### src/rtl/conv_pkg.sv
// shared widths and vector types for the 5x5 bit-sliced convolution
// unsigned data only; a window and a kernel keep tap 0 in the lowest bits
`default_nettype none

package conv_pkg;

  // taps per kernel and pixels per window
  localparam int TAPS = 25;
  localparam int PIXEL_W = 6;
  // each pixel is split into a high and a low slice of this width
  localparam int SLICE_W = 3;
  localparam int FIFO_DEPTH = 4;

  typedef logic [PIXEL_W-1:0] pixel_t;
  typedef logic [PIXEL_W-1:0] weight_t;
  typedef logic [SLICE_W-1:0] slice_t;

  // flattened, first pixel received sits at tap 0
  typedef logic [TAPS*PIXEL_W-1:0] window_t;
  typedef logic [TAPS*PIXEL_W-1:0] kernel_t;

  // 25 * 7 * 63 = 11025 per slice unit
  typedef logic [14:0] slice_sum_t;
  // 25 * 63 * 63 = 99225 for the full result
  typedef logic [17:0] conv_sum_t;

  typedef logic [4:0] tap_idx_t;
  typedef logic [2:0] fifo_cnt_t;

endpackage

`default_nettype wire

### src/rtl/window_collector.sv
// groups every 25 strobed pixels into one window, no 2D line buffering
// upstream must deliver the pixels of a window in tap order
`default_nettype none
`timescale 1ns/1ns

module window_collector (
  input  logic              clk,
  input  logic              rst_n,
  input  conv_pkg::pixel_t  pixel,
  input  logic              pixel_valid,
  output conv_pkg::window_t window,
  output logic              window_strobe
);

  conv_pkg::tap_idx_t tap_idx;
  logic               last_tap;

  assign last_tap = (tap_idx == conv_pkg::tap_idx_t'(conv_pkg::TAPS - 1));

  // tap counter and completion pulse
  always_ff @(posedge clk)
  begin
    if (!rst_n)
    begin
      tap_idx       <= '0;
      window_strobe <= 1'b0;
    end
    else
    begin
      window_strobe <= pixel_valid && last_tap;
      if (pixel_valid)
      begin
        if (last_tap)
          tap_idx <= '0;
        else
          tap_idx <= tap_idx + 1'b1;
      end
    end
  end

  // pixel storage, written in place at the current tap
  always_ff @(posedge clk)
  begin
    if (pixel_valid)
      window[tap_idx*conv_pkg::PIXEL_W +: conv_pkg::PIXEL_W] <= pixel;
  end

endmodule

`default_nettype wire

### src/rtl/window_fifo.sv
// four-entry window buffer; a push into a full buffer without a pop is
// dropped and sets overflow, which stays high until reset
`default_nettype none
`timescale 1ns/1ns

module window_fifo (
  input  logic              clk,
  input  logic              rst_n,
  input  conv_pkg::window_t push_window,
  input  logic              push,
  input  logic              pop,
  output conv_pkg::window_t head_window,
  output logic              not_empty,
  output logic              overflow
);

  localparam int PTR_W = $clog2(conv_pkg::FIFO_DEPTH);

  conv_pkg::window_t   mem [conv_pkg::FIFO_DEPTH];
  logic [PTR_W-1:0]    wr_ptr;
  logic [PTR_W-1:0]    rd_ptr;
  conv_pkg::fifo_cnt_t count;
  logic                full;
  logic                do_push;
  logic                do_pop;

  assign full      = (count == conv_pkg::fifo_cnt_t'(conv_pkg::FIFO_DEPTH));
  assign not_empty = (count != '0);
  assign do_pop    = pop && not_empty;
  // a pop in the same cycle frees the slot for the incoming window
  assign do_push   = push && (!full || do_pop);

  assign head_window = mem[rd_ptr];

  always_ff @(posedge clk)
  begin
    if (!rst_n)
    begin
      wr_ptr   <= '0;
      rd_ptr   <= '0;
      count    <= '0;
      overflow <= 1'b0;
    end
    else
    begin
      if (do_push)
        wr_ptr <= wr_ptr + 1'b1;
      if (do_pop)
        rd_ptr <= rd_ptr + 1'b1;
      if (do_push && !do_pop)
        count <= count + 1'b1;
      else if (do_pop && !do_push)
        count <= count - 1'b1;
      if (push && !do_push)
        overflow <= 1'b1;
    end
  end

  // window storage
  always_ff @(posedge clk)
  begin
    if (do_push)
      mem[wr_ptr] <= push_window;
  end

endmodule

`default_nettype wire

### src/rtl/kernel_bank.sv
// single kernel page of 25 weights loaded from a strobe stream
// a reload overwrites in place; kernel_ready stays high once set
`default_nettype none
`timescale 1ns/1ns

module kernel_bank (
  input  logic              clk,
  input  logic              rst_n,
  input  conv_pkg::weight_t weight,
  input  logic              weight_valid,
  output conv_pkg::kernel_t kernel,
  output logic              kernel_ready
);

  conv_pkg::tap_idx_t w_idx;
  logic               last_tap;

  assign last_tap = (w_idx == conv_pkg::tap_idx_t'(conv_pkg::TAPS - 1));

  always_ff @(posedge clk)
  begin
    if (!rst_n)
    begin
      w_idx        <= '0;
      kernel_ready <= 1'b0;
    end
    else if (weight_valid)
    begin
      if (last_tap)
      begin
        w_idx        <= '0;
        kernel_ready <= 1'b1;
      end
      else
        w_idx <= w_idx + 1'b1;
    end
  end

  // weight slots
  always_ff @(posedge clk)
  begin
    if (weight_valid)
      kernel[w_idx*conv_pkg::PIXEL_W +: conv_pkg::PIXEL_W] <= weight;
  end

endmodule

`default_nettype wire

### src/rtl/bit_slice_mac.sv
// one slice unit: dot product of 25 three-bit slices with the kernel
// exact sum, no ADC quantization, registered every cycle
`default_nettype none
`timescale 1ns/1ns

module bit_slice_mac (
  input  logic                                        clk,
  input  logic [conv_pkg::TAPS*conv_pkg::SLICE_W-1:0] slices,
  input  conv_pkg::kernel_t                           kernel,
  output conv_pkg::slice_sum_t                        sum
);

  conv_pkg::slice_sum_t dot;

  // multiply and accumulate across all taps
  always_comb
  begin
    conv_pkg::slice_sum_t acc;
    conv_pkg::slice_t     s;
    conv_pkg::weight_t    w;
    acc = '0;
    for (int i = 0; i < conv_pkg::TAPS; i++)
    begin
      s   = slices[i*conv_pkg::SLICE_W +: conv_pkg::SLICE_W];
      w   = kernel[i*conv_pkg::PIXEL_W +: conv_pkg::PIXEL_W];
      acc = acc + conv_pkg::slice_sum_t'(s) * conv_pkg::slice_sum_t'(w);
    end
    dot = acc;
  end

  always_ff @(posedge clk)
  begin
    sum <= dot;
  end

endmodule

`default_nettype wire

### src/rtl/conv5x5_engine.sv
// pops a window whenever one is buffered, the kernel is loaded and hold is low
// result_valid follows a pop by exactly 2 cycles; two windows may be in flight
`default_nettype none
`timescale 1ns/1ns

module conv5x5_engine (
  input  logic                clk,
  input  logic                rst_n,
  input  conv_pkg::window_t   head_window,
  input  logic                not_empty,
  input  conv_pkg::kernel_t   kernel,
  input  logic                kernel_ready,
  input  logic                hold,
  output logic                pop,
  output conv_pkg::conv_sum_t result,
  output logic                result_valid
);

  logic [conv_pkg::TAPS*conv_pkg::SLICE_W-1:0] hi_slices;
  logic [conv_pkg::TAPS*conv_pkg::SLICE_W-1:0] lo_slices;
  conv_pkg::slice_sum_t                        hi_sum;
  conv_pkg::slice_sum_t                        lo_sum;
  logic                                        sum_valid;

  assign pop = not_empty && kernel_ready && !hold;

  // split each pixel into its high and low slice
  for (genvar g = 0; g < conv_pkg::TAPS; g++)
  begin : g_split
    assign hi_slices[g*conv_pkg::SLICE_W +: conv_pkg::SLICE_W] =
      head_window[g*conv_pkg::PIXEL_W + conv_pkg::SLICE_W +: conv_pkg::SLICE_W];
    assign lo_slices[g*conv_pkg::SLICE_W +: conv_pkg::SLICE_W] =
      head_window[g*conv_pkg::PIXEL_W +: conv_pkg::SLICE_W];
  end

  bit_slice_mac slice_hi (
    .clk    (clk),
    .slices (hi_slices),
    .kernel (kernel),
    .sum    (hi_sum)
  );

  bit_slice_mac slice_lo (
    .clk    (clk),
    .slices (lo_slices),
    .kernel (kernel),
    .sum    (lo_sum)
  );

  // valid pipeline tracking popped windows
  always_ff @(posedge clk)
  begin
    if (!rst_n)
    begin
      sum_valid    <= 1'b0;
      result_valid <= 1'b0;
    end
    else
    begin
      sum_valid    <= pop;
      result_valid <= sum_valid;
    end
  end

  // high partial sum weighs 8x the low one
  always_ff @(posedge clk)
  begin
    if (sum_valid)
      result <= (conv_pkg::conv_sum_t'(hi_sum) << conv_pkg::SLICE_W)
                + conv_pkg::conv_sum_t'(lo_sum);
  end

endmodule

`default_nettype wire

### src/rtl/conv_top.sv
// streaming 5x5 convolution; no handshake, windows arrive as 25 ordered pixels
// hold stalls new pops; with an idle buffer the latency is 4 cycles
`default_nettype none
`timescale 1ns/1ns

module conv_top (
  input  logic                clk,
  input  logic                rst_n,
  input  conv_pkg::pixel_t    pixel,
  input  logic                pixel_valid,
  input  conv_pkg::weight_t   weight,
  input  logic                weight_valid,
  input  logic                hold,
  output conv_pkg::conv_sum_t result,
  output logic                result_valid,
  output logic                kernel_ready,
  output logic                overflow
);

  conv_pkg::window_t window;
  logic              window_strobe;
  conv_pkg::window_t head_window;
  logic              not_empty;
  logic              pop;
  conv_pkg::kernel_t kernel;

  window_collector window_collector_inst (
    .clk           (clk),
    .rst_n         (rst_n),
    .pixel         (pixel),
    .pixel_valid   (pixel_valid),
    .window        (window),
    .window_strobe (window_strobe)
  );

  // decouples bursty windows from a stalled engine
  window_fifo window_fifo_inst (
    .clk         (clk),
    .rst_n       (rst_n),
    .push_window (window),
    .push        (window_strobe),
    .pop         (pop),
    .head_window (head_window),
    .not_empty   (not_empty),
    .overflow    (overflow)
  );

  kernel_bank kernel_bank_inst (
    .clk          (clk),
    .rst_n        (rst_n),
    .weight       (weight),
    .weight_valid (weight_valid),
    .kernel       (kernel),
    .kernel_ready (kernel_ready)
  );

  conv5x5_engine conv5x5_engine_inst (
    .clk          (clk),
    .rst_n        (rst_n),
    .head_window  (head_window),
    .not_empty    (not_empty),
    .kernel       (kernel),
    .kernel_ready (kernel_ready),
    .hold         (hold),
    .pop          (pop),
    .result       (result),
    .result_valid (result_valid)
  );

endmodule

`default_nettype wire

### config.mk
export PLATFORM = sky130hd
export DESIGN_NAME = conv_top
export DESIGN_NICKNAME = d
export VERILOG_FILES = /design/src/rtl/conv_pkg.sv /design/src/rtl/window_collector.sv /design/src/rtl/window_fifo.sv /design/src/rtl/kernel_bank.sv /design/src/rtl/bit_slice_mac.sv /design/src/rtl/conv5x5_engine.sv /design/src/rtl/conv_top.sv
export SDC_FILE = /design/constraint.sdc
export NUM_CORES = 2
export LEC_CHECK = 0
export ABC_AREA = 1
export BUFFER_PORTS_ARGS = -buffer_cell sky130_fd_sc_hd__buf_2
export CORE_MARGIN = 8
export CORE_UTILIZATION = 30
export CTS_CLUSTER_SIZE = 16
export DETAILED_ROUTE_END_ITERATION = 10
export GPL_TIMING_DRIVEN = 0
export PLACE_DENSITY = 0.45
export SLEW_MARGIN = 20
export SYNTH_ARGS = -nofsm -noshare
export SYNTH_HDL_FRONTEND = slang
export SYNTH_SLANG_ARGS = --single-unit
### constraint.sdc
create_clock -name clk -period 9.7 [get_ports clk]
set_clock_uncertainty 0.15 [all_clocks]
set_input_delay 2.425 -clock clk [delete_from_list [all_inputs] [get_ports clk]]
set_output_delay 2.425 -clock clk [all_outputs]
set_load 0.02 [all_outputs]
Word level (Yosys, flattened, before mapping)
Memories as Yosys holds them, arrays and structs flattened. A register that Yosys moved wholly into a read port is not among the register bits.
Cells that the tools add are included.
{"block": "op_classes", "n_addsub": 57, "eq_ne": 3, "div": 0, "n_bitwise": 0, "magnitude_cmp": 0, "n_shift": 4, "n_reduce_logical": 16, "multipliers": 52, "n_mux": 10}
{"op": "$add A15 B9 Y15", "n": 36}
{"op": "$mul A3 B6 Y9", "n": 50}
{"op": "$bwmux W150", "n": 2}
{"op": "$shift A6 B34 Y150 const A", "n": 2}
{"op": "$shiftx A6 B34 Y150", "n": 2}
{"op": "$neg A8 Y34", "n": 2}
{"op": "$add A14 B9 Y15", "n": 2}
{"op": "$add A13 B9 Y14", "n": 2}
{"op": "$add A12 B9 Y13", "n": 2}
{"op": "$add A11 B9 Y12", "n": 2}
{"op": "$add A10 B9 Y11", "n": 2}
{"op": "$add A9 B9 Y10", "n": 2}
{"op": "$add A18 B15 Y18", "n": 1}
{"op": "$mul A5 B2 Y7 const B", "n": 2}
{"op": "$add A5 B1 Y5 const B", "n": 2}
{"op": "$eq A5 B5 Y1 const B", "n": 2}
{"op": "$mux W5", "n": 2}
{"op": "$logic_and A1 B1 Y1", "n": 8}
{"op": "$mux W3", "n": 2}
{"op": "$add A2 B1 Y2 const B", "n": 2}
{"op": "$logic_not A1 Y1", "n": 4}
{"op": "$mux W2", "n": 2}
{"op": "$add A3 B1 Y3 const B", "n": 1}
{"op": "$eq A3 B3 Y1 const B", "n": 1}
{"op": "6 further kinds", "n": 7}
{"block": "word_totals", "latch_bits": 0, "romBits": 0, "word_cells": 158, "ramBits": 600, "mem_count": 1, "regBits": 370}
{"memory": "window_fifo_inst.mem", "words": 4, "width": 150, "read_ports": 1, "rd_clocked_by_memory_dff": 1, "wr": 1, "line": "window_fifo.sv:19", "source": "conv_pkg::window_t mem [conv_pkg::FIFO_DEPTH];"}

Logic depth before layout (Yosys ltp)
{"block": "depth", "word_depth": 25, "depth_mapped": 36}

By module
A second synthesis with hierarchy kept.
{"block": "unflattened", "hier_cells": 7141, "hier_area_um2": 70657.8}
{"mod": "window_fifo", "area_per_inst_um2": 22791.9, "cells_each": 1524, "instances": 1, "seq_area_each_um2": 18217.5}
{"mod": "bit_slice_mac (conv5x5_engine_inst.slice_hi)", "area_per_inst_um2": 15822.7, "cells_each": 1972, "instances": 1, "seq_area_each_um2": 300.3}
{"mod": "bit_slice_mac (conv5x5_engine_inst.slice_lo)", "area_per_inst_um2": 15651.3, "cells_each": 1928, "instances": 1, "seq_area_each_um2": 300.3}
{"mod": "kernel_bank", "area_per_inst_um2": 7543.5, "cells_each": 771, "instances": 1, "seq_area_each_um2": 4624.4}
{"mod": "window_collector", "area_per_inst_um2": 7454.6, "cells_each": 768, "instances": 1, "seq_area_each_um2": 4624.4}
{"mod": "conv5x5_engine", "area_per_inst_um2": 1393.8, "cells_each": 178, "instances": 1, "seq_area_each_um2": 580.6}

Worst setup path before layout
OpenSTA, ideal clock, no wires.
{"block": "synth_timing", "kind": "input-to-reg", "start": "input port hold", "end": "memory window_fifo_inst.mem[0][0] (netlist name), enable pin", "stages": 5, "t_arrival_ns": 9.209, "n_path_buf": 0, "slack_ns": -0.322, "t_required_ns": 8.888, "cell_sequence": "nor2_1 -> inv_1 -> nand3_1 -> nand2_1 -> nor2_1"}
{"block": "synth_between", "elab_chain_len": 7}
{"element": "start: declaration", "line": "conv_top.sv:13", "source": "input logic hold,"}
{"element": "$logic_not A1 Y1", "line": "conv5x5_engine.sv:25", "source": "assign pop = not_empty && kernel_ready && !hold;"}
{"element": "$logic_and A1 B1 Y1", "line": "conv5x5_engine.sv:25"}
{"element": "$logic_and A1 B1 Y1", "line": "window_fifo.sv:29", "source": "assign do_pop = pop && not_empty;"}
{"element": "$logic_or A1 B1 Y1", "line": "window_fifo.sv:31", "source": "assign do_push = push && (!full || do_pop);"}
{"element": "$logic_and A1 B1 Y1", "line": "window_fifo.sv:31"}
{"element": "$mux W1", "line": "window_fifo.sv:62", "source": "if (do_push)"}
{"element": "$mux W1 (not written as such)", "line": "window_fifo.sv:63", "source": "mem[wr_ptr] <= push_window;"}
{"element": "end: declaration", "line": "window_fifo.sv:19"}
Every way passes these cells.

==> flow_metrics.env <==
export IMPL_clk_pin_slew_worst_paths_ps=70
export IMPL_drt_initial_drc_count=5242
export IMPL_fillers=23400
export IMPL_htreeDepth=3
export IMPL_path_max_fanout=10
export IMPL_finish_utilization_pct=33.89
export IMPL_power_density_nw_per_um2=160.0
export IMPL_seqCellArea_um2=28650
export IMPL_cts_resized=128
export IMPL_final_nets=8164
export IMPL_worstPathRequired_ps=10170
export IMPL_gp_congestion=0.9826
export IMPL_dieArea_um2=245100
export IMPL_worst_slew_pin_slew_ps=966.6
export IMPL_dp_slack_ps=-1372
export IMPL_async_reset_ff_share_pct=0
export IMPL_cts_num_sinks=972
export IMPL_fp_coreArea_um2=229000
export IMPL_ios=38
export IMPL_synthFlopType="edfxtp_1"
export IMPL_finalSetupViolCount=0
export IMPL_relSlewSlack_pct=35.56
export IMPL_endpoint_kind="register"
export IMPL_crit_slowest_cell="fa_1"
export IMPL_grt_pass1_wl_mm=381.0
export IMPL_finalHoldViolCount=0
export IMPL_synth_edf_count=918
export IMPL_setup_slack_ps=176.5
export IMPL_synth_area_um2=68850
export IMPL_syn2layout_area_growth_pct=12.75
export IMPL_timing_hold_ws_ps=251.4
export IMPL_ant_nets=0
export IMPL_rsz0062_at_grt="true"
export IMPL_syn_num_nets=7986
export IMPL_ys_types=44
export IMPL_cts_buffer_depth=3
export IMPL_wl_per_cell_um=27.28
export IMPL_power_mw=12.42
export IMPL_cts_tree="done"
export IMPL_die_h_um=495.0
export IMPL_maxCapViolations=0
export IMPL_synth_seq_cells=972
export IMPL_grt_pass1_vias=48550
export IMPL_drcViolationCount=0
export IMPL_num_vias=49080
export IMPL_max_freq_mhz=105.0
export IMPL_grt_ovfl_total=0
export IMPL_dp_hpwl_mm=232.9
export IMPL_timing_final_max_slew_violations=0
export IMPL_io_buffers=34
export IMPL_antenna_found_initial=18
export IMPL_clkLatencyLatePin_ps=800
export IMPL_multi_input_area_um2=34760
export IMPL_synth_warnings=0
export IMPL_worst_path_largest_cell_delay_ps=610
export IMPL_wirelength_mm=275.6
export IMPL_cp_common_cell="fa_1"
export IMPL_vdd_drop_max_mv=0.2544
export IMPL_grt_max_degree=22
export IMPL_critical_path_arrival_ps=10000
export IMPL_cts_hold_buf=0
export IMPL_cts_made_buffers=107
export IMPL_status="completed"
export IMPL_fin_crit_ps=9524
export IMPL_p_leak_nw=33.84
export IMPL_rows=176
export IMPL_seq_area_frac_synth_pct=41.61
export IMPL_critical_path_class="reg2reg"
export IMPL_layout_drive_gt1_share_pct=6.421
export IMPL_clockRootBuffer="clkbuf_16"
export IMPL_avgSynthCellArea_um2=10.12
export IMPL_tns_ps=0
export IMPL_die_w_um=495.0
export IMPL_initial_core_util_pct=30.06
export IMPL_synth_cells=6805
export IMPL_track_usage_pct=22.27
export IMPL_final_period_utilization_pct=98.18
export IMPL_hold_class="reg2reg"
export IMPL_firstDrtPassIters=6
export IMPL_viasPerCell=4.858
export IMPL_crit_path_start_kind="register"
export IMPL_cts_setup_buffers=0
-- worst max-delay path: cells and delay by family, from the launching register on --
| kind | cells | cell delay (ps) |
|---|---|---|
| adder cells (fa/ha/maj) | 12 | 5960 |
| buffers and inverters | 11 | 1380 |
| AND/OR/NAND/NOR | 5 | 950 |
| AO/OA/AOI/OAI | 3 | 470 |
| flip-flops | 1 | 330 |
| XOR/XNOR | 1 | 140 |
-- power by group --
group	switching (mW)	internal (mW)
registers	0.0311	4.67
logic	2.37	1.27
clock network	1.81	2.27
total	4.21	8.21
-- Yosys cell counts, types with 23 or more instances --
library cell | instances | area share, %
a21oi_1 | 79 | 0.57
buf_1 | 23 | 0.13
buf_2 | 48 | 0.35
clkbuf_1 | 129 | 0.70
dfxtp_1 | 54 | 1.6
edfxtp_1 | 918 | 40
fa_1 | 858 | 25
ha_1 | 306 | 5.6
inv_1 | 1291 | 7.0
nand2_1 | 1292 | 7.0
nand3_1 | 466 | 3.4
nand4_1 | 53 | 0.48
nor2_1 | 977 | 5.3
nor3_1 | 102 | 0.74
o21ai_0 | 61 | 0.44
o21ai_1 | 23 | 0.17
xor2_1 | 30 | 0.38
-- sequential cells by signal (all words and copies together), names as in the netlist, named ones only --
register and count:
kernel_bank_inst.kernel_ready 1, conv5x5_engine_inst.sum_valid 1, window_collector_inst.window 150, conv5x5_engine_inst.result 18
window_fifo_inst.count 3, window_collector_inst.tap_idx 5, conv5x5_engine_inst.slice_hi.sum 15, kernel_bank_inst.w_idx 5
conv5x5_engine_inst.slice_lo.sum 15, window_fifo_inst.wr_ptr 2, window_fifo_inst.rd_ptr 2, window_fifo_inst.mem 600
conv5x5_engine_inst.result_valid 1, kernel_bank_inst.kernel 150, window_fifo_inst.overflow 1, window_collector_inst.window_strobe 1
-- path summary, 6_finish.rpt --
| path | start | end | slack (ps) | cells past startpoint |
|---|---|---|---|---|
| hold / removal | conv5x5_engine_inst.slice_lo.sum[2]$_DFF_P_ | conv5x5_engine_inst.result[2]$_DFFE_PP_ | 250 | 0 |
| hold reg to reg | conv5x5_engine_inst.slice_lo.sum[2]$_DFF_P_ | conv5x5_engine_inst.result[2]$_DFFE_PP_ | 250 | 0 |
| setup / recovery | register | conv5x5_engine_inst.slice_lo.sum[11]$_DFF_P_ | 180 | 32 |
| setup reg to reg | register | conv5x5_engine_inst.slice_lo.sum[11]$_DFF_P_ | 180 | 32 |
-- kinds of logic after synthesis --
kind of cell	count (synthesis)	synth area share, %
buffers and inverters	1508	8.355
adder cells (fa/ha/maj)	1164	30.51
AND/OR/NAND/NOR	2918	17.30
flip-flops	972	41.61
XOR/XNOR	42	0.5834
AO/OA/AOI/OAI	201	1.645
-- cell usage in the layout, fill, tap and decap left out, drive strengths merged, types with 54 or more instances in the layout --
cell	Yosys	layout
a21oi	79	79
buf	76	147
clkbuf	129	269
dfxtp	54	54
edfxtp	918	918
fa	858	858
ha	306	306
inv	1298	1303
nand2	1295	1295
nand3	473	473
nor2	986	986
nor3	103	103
o21ai	84	84
-- routing by layer --
layer	vias to the layer above	wire, µm	GRT usage, %
li1	21640	-	-
met1	25260	120100	31.10
met2	1859	124200	35.24
met3	321	18950	3.298
met4	4	12280	8.093
met5	-	27	0
-- through the flow --
| stage | cell area, µm² | std cells |
|---|---|---|
| detailed placement | 73680 | 9900 |
| finish | 77620 | 10100 |
| global route | 77610 | 10100 |
| CTS | 77430 | 10100 |
| global placement | 72800 | 9865 |
| floorplan | 68850 | 6805 |
-- layout make-up --
| class | instances | area share (%) |
|---|---|---|
| repair buffers | 69 | 1.309 |
| well taps | 3026 | 4.877 |
| clock buffers | 142 | 3.781 |
| inverters | 1303 | 6.302 |
| clock inverters | 54 | 0.6689 |
| plain buffers | 205 | 1.344 |
| flip-flops and latches | 972 | 36.91 |
| diodes | 7 | 0.02257 |
| multi-input cells | 4325 | 44.78 |
(Power assumes the default switching activity.)
